### config.mk
export PLATFORM = sky130hd
export DESIGN_NAME = rdata_select
export DESIGN_NICKNAME = d
export VERILOG_FILES = /design/src/hw/core_mem_cfg_pkg.sv /design/src/hw/core_mem_port_pkg.sv /design/src/hw/rdata_select.sv
export SDC_FILE = /design/constraint.sdc
export NUM_CORES = 1
export LEC_CHECK = 0
export BUFFER_PORTS_ARGS = -buffer_cell sky130_fd_sc_hd__buf_2
export CELL_PAD_IN_SITES_DETAIL_PLACEMENT = 1
export CELL_PAD_IN_SITES_GLOBAL_PLACEMENT = 1
export CORE_AREA = 3 3 148 150
export CTS_BUF_LIST = sky130_fd_sc_hd__clkbuf_8 sky130_fd_sc_hd__clkbuf_16
export DETAILED_ROUTE_END_ITERATION = 10
export DIE_AREA = 0 0 151 153
export PLACE_DENSITY_LB_ADDON = 0.1
export SYNTH_ARGS = -nofsm -noshare
export SYNTH_HDL_FRONTEND = slang
export SYNTH_SLANG_ARGS = --single-unit
### constraint.sdc
create_clock -name clk -period 1 [get_ports clk]
set_input_delay 0.05 -clock clk [delete_from_list [all_inputs] [get_ports clk]]
set_output_delay 0.05 -clock clk [all_outputs]
set_load 0.005 [all_outputs]
### src/hw/core_mem_cfg_pkg.sv
`default_nettype none

package core_mem_cfg_pkg;

	localparam int CMEM_ADDR_W = 13;
	localparam int LANE_W = 8;
	localparam int BANK_NUM = 16;
	localparam int CMEM_DATA_W = BANK_NUM * LANE_W; // one row holds a byte per bank lane.
	localparam int USER_W = 2;

	localparam int LANE_SEL_W = $clog2(BANK_NUM);
	localparam int WROW_W = CMEM_ADDR_W - 1;
	localparam int CROW_W = CMEM_ADDR_W - 1 - LANE_SEL_W;

	// weight view of the compute address.
	typedef struct packed {
		logic              sel; // zero selects the weight array.
		logic [WROW_W-1:0] row;
	} wmem_addr_t;

	// cache view of the compute address.
	typedef struct packed {
		logic                  sel; // one selects the key/value cache.
		logic [LANE_SEL_W-1:0] lane;
		logic [CROW_W-1:0]     row;
	} kv_addr_t;

	typedef union packed {
		wmem_addr_t w;
		kv_addr_t   kv;
	} cmem_addr_u;

endpackage

`default_nettype wire

### src/hw/core_mem_port_pkg.sv
`default_nettype none

package core_mem_port_pkg;

	import core_mem_cfg_pkg::*;

	localparam logic TGT_WMEM = 1'b0;
	localparam logic TGT_KV = 1'b1;

	// one access toward a single-port array.
	typedef struct packed {
		logic                   wen;
		logic                   ren;
		logic [WROW_W-1:0]      addr;
		logic [CMEM_DATA_W-1:0] wdata;
		logic [CMEM_DATA_W-1:0] bwe; // bit enable, a set bit lets the write through.
	} mem_req_t;

	// one byte access toward the key/value cache.
	typedef struct packed {
		logic                  wen;
		logic                  ren;
		logic [LANE_SEL_W-1:0] lane;
		logic [CROW_W-1:0]     row;
		logic [LANE_W-1:0]     wbyte;
	} kv_req_t;

	typedef struct packed {
		logic valid;
		logic target; // TGT_WMEM or TGT_KV.
	} rd_tag_t;

endpackage

`default_nettype wire

### src/hw/rdata_select.sv
`timescale 1ns/10ps
`default_nettype none

module rdata_select import core_mem_cfg_pkg::*, core_mem_port_pkg::*; (
	input  wire                    clk,
	input  wire                    rstn,
	input  wire rd_tag_t           rd_tag,
	input  wire [CMEM_DATA_W-1:0]  wmem_rdata,
	input  wire [CMEM_DATA_W-1:0]  kv_rdata,
	output logic [CMEM_DATA_W-1:0] cmem_rdata,
	output logic                   cmem_rvalid
);

	rd_tag_t tag_q; // lines up with the registered array output.

	always_ff @(posedge clk or negedge rstn) begin
		if (!rstn) begin
			tag_q <= '0;
		end else begin
			tag_q <= rd_tag;
		end
	end

	always_comb begin
		cmem_rvalid = tag_q.valid;
		if (!tag_q.valid) begin
			cmem_rdata = '0;
		end else if (tag_q.target == TGT_KV) begin
			cmem_rdata = kv_rdata;
		end else begin
			cmem_rdata = wmem_rdata;
		end
	end

endmodule

`default_nettype wire

==> metrics.md <==
| Metric | Value |
|---|---|
| Sequential Power Share | 3.6% |
| Seq cells post-synth | 2 |
| Starting Density | 11.8% |
| Tightest Hold Check Type | in2async |
| Status | finished, violations left |
| Cell variety after synth | 6 |
| Layout cells sized above 1 | 62.8% |
| RSZ-0062 raised after global routing | true |
| Synth top area share | 52.2% |
| Clk pwr share | 22.5% |
| Cell taking the most area after synthesis | mux2i_1 |
| Slew margin rel. | 89.6% |
| Die width | 151 microns |
| Max Freq | 659 MHz |
| Synth Cell Area | 0.00246 sq mm |
| Worst Tran Pin Value | 0.152 ns |
| Placed cell area | 0.00468 sq mm |
| Area of the multi-input gates | 0.00211 sq mm |
| Largest net degree at the start of global routing | 52 |
| CP endpoint | cmem_rdata[105] |
| Synth cell count leaders | mux2i_1 (128), nor2b_1 (128), clkbuf_1 (14) |
| Crit path from | tag_q[0] |
| Row Count | 53 |
| Post-synth top flop | dfrtp_1 |
| Number of enable flip-flop cells after synthesis | 0 |
| FFs w/ async S/R, synth | 100% |
| Period utilisation layout | 152% |
| Final worst slack | -0.519 ns |
| Crit. End Element | primary output |
| Area Growth Syn to Fin | 106% |
| Vias in the first global route | 3958 |
| Clock root cell | clkbuf_16 |
| Power Internal | 1.75 mW |
| Die Y | 153 microns |
| CTS Buffer Depth | 2 |
| Core area | 0.0208 sq mm |
| Max-cap check violation count | 0 |
| Synth top area cells | mux2i_1 (52%), nor2b_1 (33%), buf_12 (11%) |
| FF+latch area | 55.1 sq um |
| # clock sinks | 2 |
| GP Congestion | 0.743 |
| First-pass GRT wire length | 21700 microns |
| DR vias/cell | 3.79 |
| Tot GR Track Use | 11.9% |
| First-pass detailed-route iteration total | 4 |
| Reg clk slew, reported paths | 0.03 ns |
| Total congestion overflow | 0 |
| Avg Inst Size Synth | 8.59 sq um |
| Final WL | 15300 microns |
| Worst vdd ir | 0.512 mV |
| Startpoint Class | register |
| Final Hold Vio Count | 0 |
| Switching power | 871 uW |
| Via count | 3630 |
| Initial antenna violation count | 0 |
| WL/cell | 16.0 microns |
| Synth warnings | 0 |
| Nets | 945 |
| Leakage power | 2.98 nW |
| Top Ports | 389 |
| Fin area | 0.00505 sq mm |
| CP required | 0.95 ns |
| CP Max Fanout | 13 |
| Die area | 0.0231 sq mm |
| CP Data Arrival Time | 1.47 ns |
| Failing checks | negative setup slack |
| CTS buffer count | 3 |
| PwrDens | 518 mW/mm^2 |
| Max-slew violation count | 0 |
| Port-buffer cells | 388 |
| Post-place setup slack | -0.348 ns |
| Post-route ant nets | 0 |
| Diode count | 0 |
| Mapped Cells | 286 |
| DR iter-0 viols | 46 |
| Fillers | 2616 |
| H-tree levels | 1 |
| Switching portion of total power | 33.3% |
| DRC violation count after routing | 0 |
| Period minus WS final | 1.52 ns |
| Comb power frac | 73.8% |
| Worst Path Class, Setup | reg2out |
| Setup violators final | 129 |
| Synth Net Count | 546 |
| Placed wire-length estimate | 12900 microns |
| Sequential-to-total area share from yosys stat | 2.04% |
| CTS tree | yes |
==> timing repair <==
action	in CTS	in global routing
hold buffers	3	0
gates cloned	5	0
setup endpoints to repair	129	129
setup buffers	7	2
endpoints found under the hold margin	4	0
gates resized for setup	15	4
==> cells by family (layout without fill, tap and decap cells) <==
family	count (synthesis)	count (layout)	share of synthesized area (%)
buf+inv	28	425	13.2
flops	2	2	2.04
mux	128	128	52.2
simple gates	128	128	32.6
==> sequential cells by signal (all words and copies together) (netlist names) <==
signal	cells
cmem_rvalid	1
tag_q	1
==> cell usage in the layout, fill, tap and decap left out <==
master,Yosys,final
buf_12,13,9
buf_2,0,387
mux2i_1,128,123
buf_4,0,11
dlygate4sd3_1,0,3
buf_6,1,5
mux2i_4,0,1
clkbuf_16,0,3
mux2i_2,0,4
dfrtp_4,0,1
nor2b_1,128,128
buf_16,0,6
buf_8,0,1
dfrtp_2,0,1
==> how the worst min path moves through the flow <==
stage / depth (start not counted) / slack, ns / to
detailed placement: 1 / -0.15 / tag_q[0]
global placement: 1 / -0.16 / tag_q[0]
finish: 2 / 0.17 / cmem_rvalid
global route: 2 / 0.17 / cmem_rvalid
CTS: 2 / 0.17 / cmem_rvalid
floorplan: 0 / -0.25 / cmem_rvalid
==> power groups by stage <==
| stage | Clock [mW] | Sequential [mW] | Combinational (mW) |
|---|---|---|---|
| finish | 0.590 | 0.0953 | 1.93 |
| floorplan | 0 | 0.0905 | 0.865 |
| global placement | 0 | 0.0981 | 1.79 |
| global route | 0.612 | 0.0965 | 2.14 |
| CTS | 0.599 | 0.0960 | 1.96 |
| detailed placement | 0 | 0.0986 | 1.81 |
==> critical path: stages (launching register included) <==
cell and delay [ns]:
dfrtp_4 0.49, buf_12 0.17, buf_12 0.16, mux2i_1 0.12, nor2b_1 0.17, buf_2 0.14
==> per-layer routing <==
metal / wire length (microns) / vias to the layer above / global-route usage, % / share of wire [%]
met3: 1810 / 4 / 3.94 / 12
met5: 0 / - / 0 / 0
met4: 59 / 0 / 0.389 / 0.39
met1: 5070 / 1640 / 11.9 / 33
met2: 8360 / 224 / 24.4 / 55
li1: - / 1762 / - / -
==> stage by stage <==
stage,util [%],std cells,power (mW),TNS [ns],hold slack (ns)
2_1_floorplan,-,286,0.956,0,-0.246
3_3_place_gp,22.5,938,1.89,-25.89,-0.156
3_5_place_dp,22.5,938,1.91,-27.36,-0.154
4_1_cts,24.1,956,2.66,-56.99,0.167
5_1_grt,24.3,958,2.85,-63.40,0.169
6_report,24.3,958,2.62,-54.84,0.168
==> layout make-up <==
cell class	count	share of cell area [%]
well taps	275	6.81
multi-input cells	256	41.8
clock buffers	3	1.49
repair buffers	422	48.8
flip-flops and latches	2	1.09
(Power assumes the default switching activity.)
