==> config.mk <==
export PLATFORM = sky130hd
export DESIGN_NAME = cmem_decode
export DESIGN_NICKNAME = d
export VERILOG_FILES = /design/src/hw/core_mem_cfg_pkg.sv /design/src/hw/core_mem_port_pkg.sv /design/src/hw/cmem_decode.sv
export SDC_FILE = /design/constraint.sdc
export NUM_CORES = 1
export LEC_CHECK = 0
export BUFFER_PORTS_ARGS = -buffer_cell sky130_fd_sc_hd__buf_2
export CAP_MARGIN = 20
export CORE_AREA = 4 4 169 171
export CTS_CLUSTER_DIAMETER = 120
export DETAILED_ROUTE_END_ITERATION = 8
export DIE_AREA = 0 0 173 175
export SYNTH_ARGS = -nofsm -noshare
export SYNTH_HDL_FRONTEND = slang
export SYNTH_SLANG_ARGS = --single-unit
==> constraint.sdc <==
create_clock -name clk -period 6.2 [get_ports clk]
set_input_delay 0.62 -clock clk [delete_from_list [all_inputs] [get_ports clk]]
set_output_delay 0.62 -clock clk [all_outputs]
set_load 0.005 [all_outputs]
==> src/hw/core_mem_cfg_pkg.sv <==
`default_nettype none

package core_mem_cfg_pkg;

	localparam int CMEM_ADDR_W = 13;
	localparam int LANE_W = 8;
	localparam int BANK_NUM = 16;
	localparam int CMEM_DATA_W = BANK_NUM * LANE_W; // one row holds a byte per bank lane.
	localparam int USER_W = 2;

	localparam int LANE_SEL_W = $clog2(BANK_NUM);
	localparam int WROW_W = CMEM_ADDR_W - 1;
	localparam int CROW_W = CMEM_ADDR_W - 1 - LANE_SEL_W;

	// weight view of the compute address.
	typedef struct packed {
		logic              sel; // zero selects the weight array.
		logic [WROW_W-1:0] row;
	} wmem_addr_t;

	// cache view of the compute address.
	typedef struct packed {
		logic                  sel; // one selects the key/value cache.
		logic [LANE_SEL_W-1:0] lane;
		logic [CROW_W-1:0]     row;
	} kv_addr_t;

	typedef union packed {
		wmem_addr_t w;
		kv_addr_t   kv;
	} cmem_addr_u;

endpackage

`default_nettype wire

==> src/hw/core_mem_port_pkg.sv <==
`default_nettype none

package core_mem_port_pkg;

	import core_mem_cfg_pkg::*;

	localparam logic TGT_WMEM = 1'b0;
	localparam logic TGT_KV = 1'b1;

	// one access toward a single-port array.
	typedef struct packed {
		logic                   wen;
		logic                   ren;
		logic [WROW_W-1:0]      addr;
		logic [CMEM_DATA_W-1:0] wdata;
		logic [CMEM_DATA_W-1:0] bwe; // bit enable, a set bit lets the write through.
	} mem_req_t;

	// one byte access toward the key/value cache.
	typedef struct packed {
		logic                  wen;
		logic                  ren;
		logic [LANE_SEL_W-1:0] lane;
		logic [CROW_W-1:0]     row;
		logic [LANE_W-1:0]     wbyte;
	} kv_req_t;

	typedef struct packed {
		logic valid;
		logic target; // TGT_WMEM or TGT_KV.
	} rd_tag_t;

endpackage

`default_nettype wire

==> src/hw/cmem_decode.sv <==
`timescale 1ns/10ps
`default_nettype none

module cmem_decode import core_mem_cfg_pkg::*, core_mem_port_pkg::*; #(
	parameter int WMEM_DEPTH = 1024
) (
	input  wire                   clk,
	input  wire                   rstn,
	input  wire cmem_addr_u       cmem_addr,
	input  wire                   cmem_wen,
	input  wire [CMEM_DATA_W-1:0] cmem_wdata,
	input  wire                   cmem_ren,
	output mem_req_t              wmem_req,
	output kv_req_t               kv_req,
	output rd_tag_t               rd_tag
);

	logic                   is_kv;
	logic                   w_wen_q;
	logic                   w_ren_q;
	logic                   kv_wen_q;
	logic                   kv_ren_q;
	rd_tag_t                tag_q;
	cmem_addr_u             addr_q;
	logic [CMEM_DATA_W-1:0] wdata_q;

	assign is_kv = cmem_addr.kv.sel;

	always_ff @(posedge clk or negedge rstn) begin
		if (!rstn) begin
			w_wen_q <= 1'b0;
			w_ren_q <= 1'b0;
			kv_wen_q <= 1'b0;
			kv_ren_q <= 1'b0;
			tag_q <= '0;
		end else begin
			w_wen_q <= cmem_wen && !is_kv;
			w_ren_q <= cmem_ren && !is_kv;
			kv_wen_q <= cmem_wen && is_kv;
			kv_ren_q <= cmem_ren && is_kv;
			tag_q.valid <= cmem_ren;
			tag_q.target <= is_kv ? TGT_KV : TGT_WMEM;
		end
	end

	always_ff @(posedge clk) begin
		if (cmem_wen || cmem_ren) begin
			addr_q <= cmem_addr;
		end
		if (cmem_wen) begin
			wdata_q <= cmem_wdata;
		end
	end

	assign wmem_req.wen = w_wen_q;
	assign wmem_req.ren = w_ren_q;
	assign wmem_req.addr = addr_q.w.row;
	assign wmem_req.wdata = wdata_q;
	assign wmem_req.bwe = {CMEM_DATA_W{w_wen_q}}; // weight writes always cover the whole row.

	assign kv_req.wen = kv_wen_q;
	assign kv_req.ren = kv_ren_q;
	assign kv_req.lane = addr_q.kv.lane;
	assign kv_req.row = addr_q.kv.row;
	assign kv_req.wbyte = wdata_q[LANE_W-1:0]; // the cache stores only the low byte.

	assign rd_tag = tag_q;

	a_no_wr_rd: assert property (@(posedge clk) disable iff (!rstn)
		!(cmem_wen && cmem_ren))
		else $error("compute write and read issued in the same cycle");

	a_wrow_range: assert property (@(posedge clk) disable iff (!rstn)
		(cmem_wen || cmem_ren) && !cmem_addr.w.sel |-> cmem_addr.w.row < WMEM_DEPTH)
		else $error("weight row %0d is outside the array", cmem_addr.w.row);

endmodule

`default_nettype wire

==> results.tsv <==
stage	metric	value	unit
cells_and_area	final_cell_mix	buf_2 (437), edfxtp_1 (140), clkbuf_16 (17)	
synthesis	ys_types	7	
detailed_routing	first_pass_iters	4	
floorplanning	die_h	175	um
timing	finalCritPeriodShare	0.362	
critical_path	max_stage_delay	0.62	ns
clocking	cts_hold_buffers	0	
status	outcome	complete, no violations	
cells_and_area	fillers	2770	
detailed_routing	drt_wl_total	15.0	mm
synthesis	seq_area_frac_synth	0.788	
critical_path	end_kind	primary output	
critical_path	slowest_stage	buf_4	
floorplanning	row_count	60	
timing	finalSetupViolCount	0	
synthesis	synth_top_area_frac	0.761	
synthesis	yosysTopAreaCell	edfxtp_1	
grt	gr-usage-all-layers	0.0936	
timing	setup_tns	0	ns
synthesis	syn_area_per_cell	18.2	um^2
grt	grt_antenna_before_repair	6	
cells_and_area	seq_area	4360	um^2
clocking	clockBufferDepth	2	
clocking	clockRootBuffer	clkbuf_16	
detailed_routing	wire_per_inst	15.5	um
floorplanning	initial_core_util	0.206	
clocking	cts_sinks	146	
grt	grt_overflow_total	0	
detailed_routing	route.detailed.drc	0	
pwr	power.total	2.47	mW
floorplanning	coreArea	26900	um^2
cells_and_area	final_util	0.284	
critical_path	crit_chain	buf_4 > buf_2	
critical_path	critPathArrivalTime	1.63	ns
pwr	p_leak	3.59	nW
floorplanning	ios	439	
synthesis	ys_top_cells_by_area	edfxtp_1 (76%), buf_4 (21%), dfrtp_1 (2.7%)	
detailed_routing	first_iter_violations	148	
synthesis	postSynthCellCount	303	
pwr	ir_worst_vdd	156	uV
cells_and_area	drive_gt1_frac	0.760	
timing	rsz0062_at_grt	no	
clocking	post_cts_buffers	0	
clocking	clk_pin_slew_worst_paths	0.07	ns
timing	tightest_slew	0.842	ns
timing	slew_headroom	0.439	
critical_path	start_kind	flip-flop	
cells_and_area	area.growth.synth_to_final	38.0	%
clocking	cts_buffers	17	
detailed_routing	postRouteAntennaNets	0	
place	place.gp.congestion	0.747	
cells_and_area	fin_area	7630	um^2
grt	grt_max_degree	130	
min_path	hold_class	in2async	
synthesis	ys_seq_elements	146	
cells_and_area	layout.cells.most_common	buf_2	
synthesis	synth.cell_area	5530	um^2
grt	grt_pass1_vias	3437	
critical_path	cp.required	5.58	ns
critical_path	crit_path_max_fanout	129	
timing	final_max_slew_viol_count	0	
cells_and_area	multiInputGateArea	32.5	um^2
synthesis	synth_nets	448	
place	placed_cell_area	7030	um^2
place	hpwl	11.5	mm
detailed_routing	vias_per_cell	3.45	
critical_path	critPathKind	reg2out	
synthesis	yosys_warnings	0	
flow_run	cap_violations	0	
place	io_buffers	438	
timing	max_freq	0.445	GHz
timing	period_minus_slack	2.25	ns
pwr	p_per_area	324	nW/um^2
clocking	cts.htree.levels	4	
clocking	cts_resized	0	
floorplanning	die-area	30300	um^2
detailed_routing	num_vias	3329	
timing	hold_viol_final	0	
clocking	cts_tree	yes	
grt	grt_pass1_wl	21.2	mm
cells_and_area	nNetsFinal	755	
floorplanning	chipWidth	173	um
registers in the layout, indices dropped and copies added (netlist names):
name and cells:
w_ren_q 1, kv_wen_q 1, rd_tag 2, wdata_q 128, w_wen_q 1, kv_ren_q 1
addr_q 12
cells by family (layout without fill, tap and decap cells):
kind of cell	after synthesis	count (layout)	share of synthesized area
other	0	1	0
DFF	146	146	0.788
and+or+nand+nor	5	5	0.00589
buffers and inverters	152	471	0.206
power by group:
part | internal [mW] | total (mW) | switching, mW
Sequential | 1.17 | 1.19 | 0.0226
Combinational | 0.115 | 0.226 | 0.111
Clock | 0.606 | 1.06 | 0.452
Total | 1.89 | 2.47 | 0.585
worst paths after layout:
| kind | from | endpoint | slack, ns |
|---|---|---|---|
| setup / recovery | w_wen_q$_DFF_PN0_ | wmem_req[84] | 3.95 |
| min in group clk | cmem_wdata[106] | wdata_q[106]$_DFFE_PP_ | 0.37 |
| hold / removal | rstn | kv_wen_q$_DFF_PN0_ | 0.03 |
| max in group asynchronous | rstn | w_wen_q$_DFF_PN0_ | 6.00 |
stage by stage:
step                      hold slack (ns)  std cells  setup WS (ns)
final                              0.0301        964           3.95
after global placement              0.464        932           3.88
after CTS                         0.00552        963           3.90
after floorplan                     0.324        303           3.01
after detailed placement            0.468        932           3.86
after global routing              0.00796        963           3.68
layout make-up:
cell class / instances / area share
tap: 341 / 0.0559
timing repair buffer: 440 / 0.290
clock inverter: 14 / 0.0223
clock buffer: 17 / 0.0558
multi-input combinational: 5 / 0.00427
antenna: 1 / 0.000328
sequential: 146 / 0.571
Yosys cell counts:
cell,number
buf_4,152
edfxtp_1,140
dfrtp_1,6
nor2b_1,2
and2_1,1
and2_2,1
or2_1,1
per-layer routing:
layer	share of wire	track usage
met5	0.0035	0
met4	0.012	0.0333
met3	0.14	0.0588
met2	0.52	0.166
met1	0.33	0.0878
worst max-delay path: cells and delay by family (launching register included):
kind | cells | cell delay [ns]
buffers and inverters | 2 | 0.86
DFF | 1 | 0.34
Power figures use the tool's default switching activity.
